## src/hdl/link_pkg.sv

```systemverilog
package link_pkg;

  // ----------------------------------------------------------
  // Word and flit geometry of the narrow link
  // ----------------------------------------------------------

  // Width of one push word as it arrives from the host side
  localparam int WORD_W = 32;

  // Width of one flit on the narrow link
  localparam int FLIT_W = 8;

  // Each push word is cut into this many data flits
  localparam int NUM_DATA_FLITS = WORD_W / FLIT_W;

  // Index of a data flit inside its word, 0 to NUM_DATA_FLITS-1
  localparam int FLIT_ID_W = $clog2(NUM_DATA_FLITS);

  // ----------------------------------------------------------
  // Serialization order
  // ----------------------------------------------------------

  // 1 sends the most significant byte first, 0 the least significant
  localparam bit MSB_FIRST = 1'b1;

endpackage : link_pkg

```

## src/hdl/frame_pkg.sv

```systemverilog
package frame_pkg;

  import link_pkg::*;

  // ----------------------------------------------------------
  // Frame layout on the link
  // ----------------------------------------------------------

  // Two check bytes follow the data flits of every word
  localparam int NUM_CHECK_FLITS = 2;

  // Data flits plus check flits, six for a 32-bit word
  localparam int FRAME_FLITS = NUM_DATA_FLITS + NUM_CHECK_FLITS;

  // Link index counts 0 to FRAME_FLITS-1 across a frame
  localparam int LINK_ID_W = $clog2(FRAME_FLITS);

  // ----------------------------------------------------------
  // Framer phases
  // ----------------------------------------------------------

  // Data flits pass through in PH_DATA, then the two check flits go out
  typedef enum logic [1:0] {
    PH_DATA,
    PH_CHECK_A,
    PH_CHECK_B
  } frame_phase_e;

endpackage : frame_pkg

```

## src/hdl/flit_if.sv

```systemverilog
interface flit_if
  import link_pkg::*;
();

  // Flit handshake, a transfer happens when valid and ready are both high
  logic                 valid;
  logic                 ready;

  // Flit payload and its position inside the push word
  logic [FLIT_W-1:0]    data;
  logic [FLIT_ID_W-1:0] id;

  // High on the final data flit of a word
  logic                 last;

  // Serializer side drives the flit and samples ready
  modport src (
    output valid, data, id, last,
    input  ready
  );

  // Framer side consumes the flit and returns ready
  modport dst (
    input  valid, data, id, last,
    output ready
  );

endinterface : flit_if

```

## src/hdl/flow_serializer.sv

```systemverilog
module flow_serializer
  import link_pkg::*;
#(
  // 1 sends the top byte of push_data first, 0 the bottom byte
  parameter bit msb_first = MSB_FIRST
) (
  input  logic              clk,
  input  logic              rst_n,
  input  logic              push_valid,
  output logic              push_ready,
  input  logic [WORD_W-1:0] push_data,
  flit_if.src               flits
);

  // ----------------------------------------------------------
  // Flit index
  // ----------------------------------------------------------

  // Position of the flit currently offered downstream
  logic [FLIT_ID_W-1:0] flit_idx;
  // Byte lane of push_data that maps to flit_idx
  logic [FLIT_ID_W-1:0] slice_idx;
  logic                 flit_xfer;

  assign flit_xfer = flits.valid && flits.ready;

  // Advances once per accepted flit and wraps after the final one
  always_ff @(posedge clk or negedge rst_n) begin
    if (!rst_n) begin
      flit_idx <= '0;
    end else if (flit_xfer) begin
      if (flits.last) begin
        flit_idx <= '0;
      end else begin
        flit_idx <= flit_idx + 1'b1;
      end
    end
  end

  // ----------------------------------------------------------
  // Flit select, zero cut-through latency
  // ----------------------------------------------------------

  // Reverse the lane order when the top byte goes first
  assign slice_idx = msb_first ? (FLIT_ID_W'(NUM_DATA_FLITS - 1) - flit_idx) : flit_idx;

  // The push word is held stable, so the slice can be taken straight off it
  assign flits.data  = push_data[slice_idx*FLIT_W +: FLIT_W];
  assign flits.valid = push_valid;
  assign flits.id    = flit_idx;
  assign flits.last  = (flit_idx == FLIT_ID_W'(NUM_DATA_FLITS - 1));

  // The word is consumed only when its final flit moves on
  assign push_ready = flits.ready && flits.valid && flits.last;

endmodule : flow_serializer

```

## src/hdl/fletcher_check.sv

```systemverilog
module fletcher_check
  import link_pkg::*;
(
  input  logic [WORD_W-1:0] push_data,
  output logic [FLIT_W-1:0] check_a,
  output logic [FLIT_W-1:0] check_b
);

  // ----------------------------------------------------------
  // Fletcher-style sums over the bytes in send order
  // ----------------------------------------------------------

  // check_a is the plain byte sum, check_b the sum of running sums,
  // which weights b0 by 4 down to b3 by 1
  // Both sums wrap at the flit width, the same modulo 256 as the check bytes
  logic [FLIT_W-1:0] sum_a;
  logic [FLIT_W-1:0] sum_b;
  logic [FLIT_W-1:0] send_byte;

  always_comb begin
    sum_a     = '0;
    sum_b     = '0;
    send_byte = '0;
    for (int k = 0; k < NUM_DATA_FLITS; k++) begin
      // Pick the byte that goes out as flit k
      if (MSB_FIRST) begin
        send_byte = push_data[(NUM_DATA_FLITS-1-k)*FLIT_W +: FLIT_W];
      end else begin
        send_byte = push_data[k*FLIT_W +: FLIT_W];
      end
      sum_a = sum_a + send_byte;
      sum_b = sum_b + sum_a;
    end
  end

  // The wrapped sums are the two check bytes
  assign check_a = sum_a;
  assign check_b = sum_b;

endmodule : fletcher_check

```

## src/hdl/link_framer.sv

```systemverilog
module link_framer
  import link_pkg::*;
  import frame_pkg::*;
(
  input  logic                 clk,
  input  logic                 rst_n,
  flit_if.dst                  flits,
  input  logic [FLIT_W-1:0]    check_a,
  input  logic [FLIT_W-1:0]    check_b,
  output logic                 link_valid,
  input  logic                 link_ready,
  output logic [FLIT_W-1:0]    link_data,
  output logic [LINK_ID_W-1:0] link_id,
  output logic                 link_last
);

  // ----------------------------------------------------------
  // Phase state
  // ----------------------------------------------------------

  frame_phase_e phase_q;
  frame_phase_e phase_d;

  // Check bytes held for the two trailing flits
  logic [FLIT_W-1:0] chk_a_q;
  logic [FLIT_W-1:0] chk_b_q;

  // Final data flit of a word leaves on the link this cycle
  logic data_done;

  assign data_done = (phase_q == PH_DATA) && flits.valid && flits.ready && flits.last;

  always_ff @(posedge clk or negedge rst_n) begin
    if (!rst_n) begin
      phase_q <= PH_DATA;
    end else begin
      phase_q <= phase_d;
    end
  end

  // The push word is still stable at its last flit, so the
  // checker output is valid here and gets latched once per frame
  always_ff @(posedge clk) begin
    if (data_done) begin
      chk_a_q <= check_a;
      chk_b_q <= check_b;
    end
  end

  // Each check flit waits in place until the link takes it
  always_comb begin
    phase_d = phase_q;
    case (phase_q)
      PH_DATA: begin
        if (data_done) phase_d = PH_CHECK_A;
      end
      PH_CHECK_A: begin
        if (link_ready) phase_d = PH_CHECK_B;
      end
      PH_CHECK_B: begin
        if (link_ready) phase_d = PH_DATA;
      end
      default: phase_d = PH_DATA;
    endcase
  end

  // ----------------------------------------------------------
  // Link output mux
  // ----------------------------------------------------------

  always_comb begin
    // Default is data phase pass-through with zero latency
    link_valid  = flits.valid;
    link_data   = flits.data;
    link_id     = LINK_ID_W'(flits.id);
    link_last   = 1'b0;
    flits.ready = link_ready;
    case (phase_q)
      PH_CHECK_A: begin
        // Serializer is stalled while the check bytes go out
        link_valid  = 1'b1;
        link_data   = chk_a_q;
        link_id     = LINK_ID_W'(NUM_DATA_FLITS);
        flits.ready = 1'b0;
      end
      PH_CHECK_B: begin
        link_valid  = 1'b1;
        link_data   = chk_b_q;
        link_id     = LINK_ID_W'(FRAME_FLITS - 1);
        link_last   = 1'b1;
        flits.ready = 1'b0;
      end
      default: ;  // data phase keeps the defaults
    endcase
  end

endmodule : link_framer

```

## src/hdl/link_tx.sv

```systemverilog
module link_tx
  import link_pkg::*;
  import frame_pkg::*;
(
  input  logic                 clk,
  input  logic                 rst_n,

  // Push side, one 32-bit word per frame
  input  logic                 push_valid,
  output logic                 push_ready,
  input  logic [WORD_W-1:0]    push_data,

  // Narrow link side, six flits per frame
  output logic                 link_valid,
  input  logic                 link_ready,
  output logic [FLIT_W-1:0]    link_data,
  output logic [LINK_ID_W-1:0] link_id,
  output logic                 link_last
);

  // ----------------------------------------------------------
  // Internal channels
  // ----------------------------------------------------------

  // Serialized data flits on their way to the framer
  flit_if flits ();

  // Check bytes of the word currently on the push port
  logic [FLIT_W-1:0] check_a;
  logic [FLIT_W-1:0] check_b;

  // ----------------------------------------------------------
  // Datapath
  // ----------------------------------------------------------

  // Serializer and checker both look at the same held push word
  flow_serializer #(
    .msb_first (MSB_FIRST)
  ) u_serializer (
    .clk        (clk),
    .rst_n      (rst_n),
    .push_valid (push_valid),
    .push_ready (push_ready),
    .push_data  (push_data),
    .flits      (flits.src)
  );

  fletcher_check u_check (
    .push_data (push_data),
    .check_a   (check_a),
    .check_b   (check_b)
  );

  // Framer appends the two check flits after the data flits
  link_framer u_framer (
    .clk        (clk),
    .rst_n      (rst_n),
    .flits      (flits.dst),
    .check_a    (check_a),
    .check_b    (check_b),
    .link_valid (link_valid),
    .link_ready (link_ready),
    .link_data  (link_data),
    .link_id    (link_id),
    .link_last  (link_last)
  );

endmodule : link_tx

```

## config.mk

```make
export PLATFORM = sky130hd
export DESIGN_NAME = link_tx
export DESIGN_NICKNAME = d
export VERILOG_FILES = /design/src/hdl/link_pkg.sv /design/src/hdl/frame_pkg.sv /design/src/hdl/flit_if.sv /design/src/hdl/flow_serializer.sv /design/src/hdl/fletcher_check.sv /design/src/hdl/link_framer.sv /design/src/hdl/link_tx.sv
export SDC_FILE = /design/constraint.sdc
export NUM_CORES = 1
export LEC_CHECK = 0
export BUFFER_PORTS_ARGS = -buffer_cell sky130_fd_sc_hd__buf_2
export CAP_MARGIN = 0
export CORE_MARGIN = 5
export CORE_UTILIZATION = 61
export CTS_BUF_LIST = sky130_fd_sc_hd__clkbuf_4 sky130_fd_sc_hd__clkbuf_8 sky130_fd_sc_hd__clkbuf_16
export DETAILED_ROUTE_END_ITERATION = 12
export PLACE_DENSITY = 0.95
export SLEW_MARGIN = 10
export SYNTH_ARGS = -nofsm -noshare
export SYNTH_HDL_FRONTEND = slang
export SYNTH_HIERARCHICAL = 1
export SYNTH_SLANG_ARGS = --single-unit
```

## constraint.sdc

```tcl
create_clock -name clk -period 3.6 [get_ports clk]
set_input_delay 0.18 -clock clk [delete_from_list [all_inputs] [get_ports clk]]
set_output_delay 0.18 -clock clk [all_outputs]
set_load 0.05 [all_outputs]
```

==> summary.txt, run 1 <==
status = did not finish
Exit stage = global routing
First Err = [ERROR GRT-0232] Routing congestion too high. Check the congestion heatmap in the GUI.
worst_ep grt = u_framer/chk_b_q[7]$_DFFE_PP_/D
Syn Std Cell Area = 0.00260 mm^2
Die X = 75.3 um
Post-Syn Area per Cell = 10.3 um^2
sequential element share of the synthesized area = 22.4%
Congestion Overflow GR = 3
chip height = 75.3 um
Seq cells post-synth = 20
EDFF count, synth = 16
starting density of the core = 64.0%
H-tree depth = 1
Num Clock Sinks = 20
CTS Buf Count = 3
largest net degree at the start of global routing = 23
dpl cell area = 0.00338 mm^2
Port Buffers = 49
clk root buf = clkbuf_8
CTS Buffer Depth = 2
Syn Inst Count = 252
ys async rst share = 20.0%
Cell Rows = 23
worst endpoint type = register data pin
yosys warns = 6
top cells by area, synth = edfxtp_1, ha_1, fa_1
number of top-level pins = 50
total track usage = 57.1%
syn_nets = 339
top cell type's share of synthesized area = 18.5%
dpl hpwl = 6.07 mm
Cell variety after synth = 37
RePlAce Congestion = 0.855
top_reg_cell synth = edfxtp_1
Yosys top cell by area = edfxtp_1
-- stage by stage --
stage          setup WS (ns)  instances
2_1_floorplan         -0.958        252
3_3_place_gp           -1.14        400
3_5_place_dp           -1.37        400
4_1_cts               -0.987        417
-- what timing repair did --
item                                   4_1_cts
cloned                                       0
hold buffers                                 1
setup endpoints to repair                    6
gates resized for setup                     31
pin swaps                                   46
endpoints found under the hold margin        4
setup buffers                               12
-- synth_stat cells, types with 5 or more instances --
master and instances:
xor2_1 8, inv_1 45, nor2_1 11, a21oi_1 22
a22oi_1 8, edfxtp_1 16, a21o_1 10, o21bai_1 5
xnor2_1 23, ha_1 35, mux4_2 8, fa_1 16
-- kinds of logic after synthesis --
family	after synthesis	share of synthesized area (%)
adders and majority gates	51	29.2
buffers and inverters	52	8.48
AOI/OAI and AO/OA	56	14.1
muxes	14	9.54
xor gates and xnor gates	32	11.1
and+or+nand+nor	27	5.30
DFF	20	22.4
-- per-layer routing --
metal | GRT usage (%) | GRT overflow
met1 | 54.6 | 0
met2 | 79.2 | 1
met3 | 38.2 | 0
met4 | 55.5 | 2
met5 | 10.2 | 0
==> run 2: changes to the inputs <==
Settings changed: CORE_UTILIZATION 61 to 40, CTS_BUF_LIST sky130_fd_sc_hd__clkbuf_4 sky130_fd_sc_hd__clkbuf_8 sky130_fd_sc_hd__clkbuf_16 to default, PLACE_DENSITY 0.95 to default, PLACE_DENSITY_LB_ADDON from default to 0.15.
==> summary.txt, run 2 <==
status = finished with violations
failing checks = setup timing
Slew Viols, Final = 0
CTS Buffer Depth = 2
DRT iter0 DRCs = 46
core box area = 0.00635 mm^2
Setup violations, final = 6
Post-synth top cells = inv_1, ha_1, xnor2_1
Setup Skew = 0.00148 ns
class of the worst hold path = input pin to async pin
pre-CTS WS = -1.28 ns
Syn Std Cell Area = 0.00260 mm^2
CP Capture Type = flop
top_reg_cell synth = edfxtp_1
Final Hold Vio Count = 0
Port Buffers = 49
clock latency at the later pin of the worst-skew pair = 0.25 ns
Num Clock Sinks = 20
Seq cells post-synth = 20
starting density of the core = 40.9%
clk root buf = clkbuf_8
largest family of logic cells by synthesized area = adder cells
crit path time final = 4.43 ns
yosys warns = 6
xor/xnor share of the synthesized area = 11.1%
Residual DRC = 0
clock slew at reported path FFs = 0.07 ns
H-tree depth = 1
Post-Syn Area per Cell = 10.3 um^2
worst-path fanout max = 3
mux contribution to synthesized area = 9.54%
FF+latch area = 581 um^2
chip height = 90.6 um
CTS Buf Count = 3
CTS tree = done
placed cells = 430
layout net count = 458
Final period util = 123%
Final WS setup = -0.827 ns
setup TNS = -3.52 ns
Max-Cap Viols = 0
Routed Antenna Nets = 0
via count = 2142
Finished Layout Cells = 447
area of the multi-input gates = 0.00209 mm^2
relative max-transition margin = 52.4%
total track usage = 15.4%
global-route wire length before repair = 10.5 mm
Yosys top cell by area = edfxtp_1
layout cell share with drive strength beyond 1 = 51.6%
critical path class = input pin to flop
Fill cells = 536
EDFF count, synth = 16
RSZ-0062 raised after global routing = yes
syn_nets = 339
Cell Rows = 29
Cell variety after synth = 37
top cells by area, synth = edfxtp_1, ha_1, fa_1
Die X = 90.6 um
Syn Inst Count = 252
Congestion Overflow GR = 0
post-synthesis compound-gate area fraction = 14.1%
sequential element share of the synthesized area = 22.4%
top-count cell post-synth = inv_1
Data arrival, critical path = 4.43 ns
largest net degree at the start of global routing = 23
top cell type's share of synthesized area = 18.5%
Least-Margin Pin Slew = 0.714 ns
full die area = 0.00821 mm^2
routed len/inst = 13.8 um
ys async rst share = 20.0%
top flop regs = u_framer/chk_a_q: 8 flops, u_framer/chk_b_q: 8 flops
crit path launch type = input pin
Post-Route WL = 6.17 mm
vias in the first global route = 2342
area grow syn2layout = 47.3%
Fmax = 0.226 GHz
initial antenna violation count = 0
drt pass-1 iters = 4
Vias/cell = 4.79
commonest non-fill, non-tap cell in the layout = buf_4
post-synthesis adder-cell area fraction = 29.2%
RePlAce Congestion = 0.804
number of top-level pins = 50
n_diodes = 0
post-synthesis simple-gate area fraction = 5.30%
most frequent cells in the layout = buf_4, buf_2, inv_1, ha_1, edfxtp_1
dpl hpwl = 5.13 mm
Crit path required time = 3.61 ns
[run 2: cell counts after synthesis]
No cell type changed its count.
[run 2: cells by family after synthesis]
family                   after synthesis
buffers and inverters                 52
flip-flops                            20
AO/OA/AOI/OAI                         56
multiplexers                          14
AND/OR/NAND/NOR                       27
adder cells (fa/ha/maj)               51
XOR/XNOR                              32
[run 2: final timing paths]
check                                                     start                              endpoint  slack [ns]  cells past startpoint
worst max register to register  u_framer/phase_q[0]$_DFFE_PN0P_         u_framer/chk_b_q[0]$_DFFE_PP_        1.54                      5
max in group asynchronous                                 rst_n  u_serializer/flits.id[1]$_DFFE_PN0P_        3.22                      2
worst min register to register  u_framer/phase_q[1]$_DFFE_PN0P_       u_framer/phase_q[1]$_DFFE_PN0P_        0.52                      1
worst min-delay path                                      rst_n       u_framer/phase_q[1]$_DFFE_PN0P_        0.26                      2
min in group clk                                   push_data[0]         u_framer/chk_a_q[0]$_DFFE_PP_        0.28                      2
worst max-delay path                              push_data[16]         u_framer/chk_b_q[7]$_DFFE_PP_       -0.83                     22
[run 2: cell type report]
class / instances / area share (%)
multi-input cells: 180 / 54.6
clock inverters: 1 / 0.0981
repair buffers: 121 / 22.0
inverters: 45 / 4.48
flip-flops and latches: 20 / 15.2
well taps: 77 / 2.52
clock buffers: 3 / 1.08
[run 2: routing by layer]
| metal | GRT usage (%) | vias up | share of wire (%) |
|---|---|---|---|
| li1 | - | 1102 | - |
| met1 | 20.3 | 1006 | 45 |
| met2 | 27.5 | 32 | 51 |
| met3 | 1.50 | 2 | 3.0 |
| met4 | 2.61 | 0 | 0.55 |
| met5 | 0 | - | 0 |
[run 2: repair_timing]
| item | CTS | global route |
|---|---|---|
| endpoints found under the hold margin | 4 | 0 |
| gates cloned | 0 | 0 |
| gates resized for setup | 33 | 14 |
| buffers inserted | 7 | 5 |
| hold buffers | 1 | 0 |
| endpoints found under the setup margin | 6 | 6 |
| pin swaps | 40 | 11 |
[run 2: critical path: stages]
cell and delay, ns:
buf_8 0.10, ha_4 0.16, fa_2 0.56, ha_1 0.24, a21o_1 0.18, a21oi_4 0.17
nor2b_2 0.07, o21a_1 0.20, nor2_2 0.12, xnor2_1 0.09, ha_1 0.33, buf_4 0.15
xnor2_2 0.14, inv_1 0.07, fa_1 0.45, fa_1 0.50, inv_2 0.04, ha_4 0.26
nand2_1 0.06, o21ai_2 0.14, xnor2_2 0.13, xnor2_1 0.09
[run 2: per-stage QoR]
stage	util, %	instance area, um^2	hold slack [ns]
floorplan	-	2710	-0.116
global placement	54.2	3440	-0.00687
detailed placement	54.2	3440	-0.00576
CTS	58.5	3720	0.265
global route	60.3	3830	0.288
finish	60.3	3830	0.263
Power of run 2 is not shown: default switching activity piles up to over one toggle a cycle in this logic, so the estimate is an artifact.
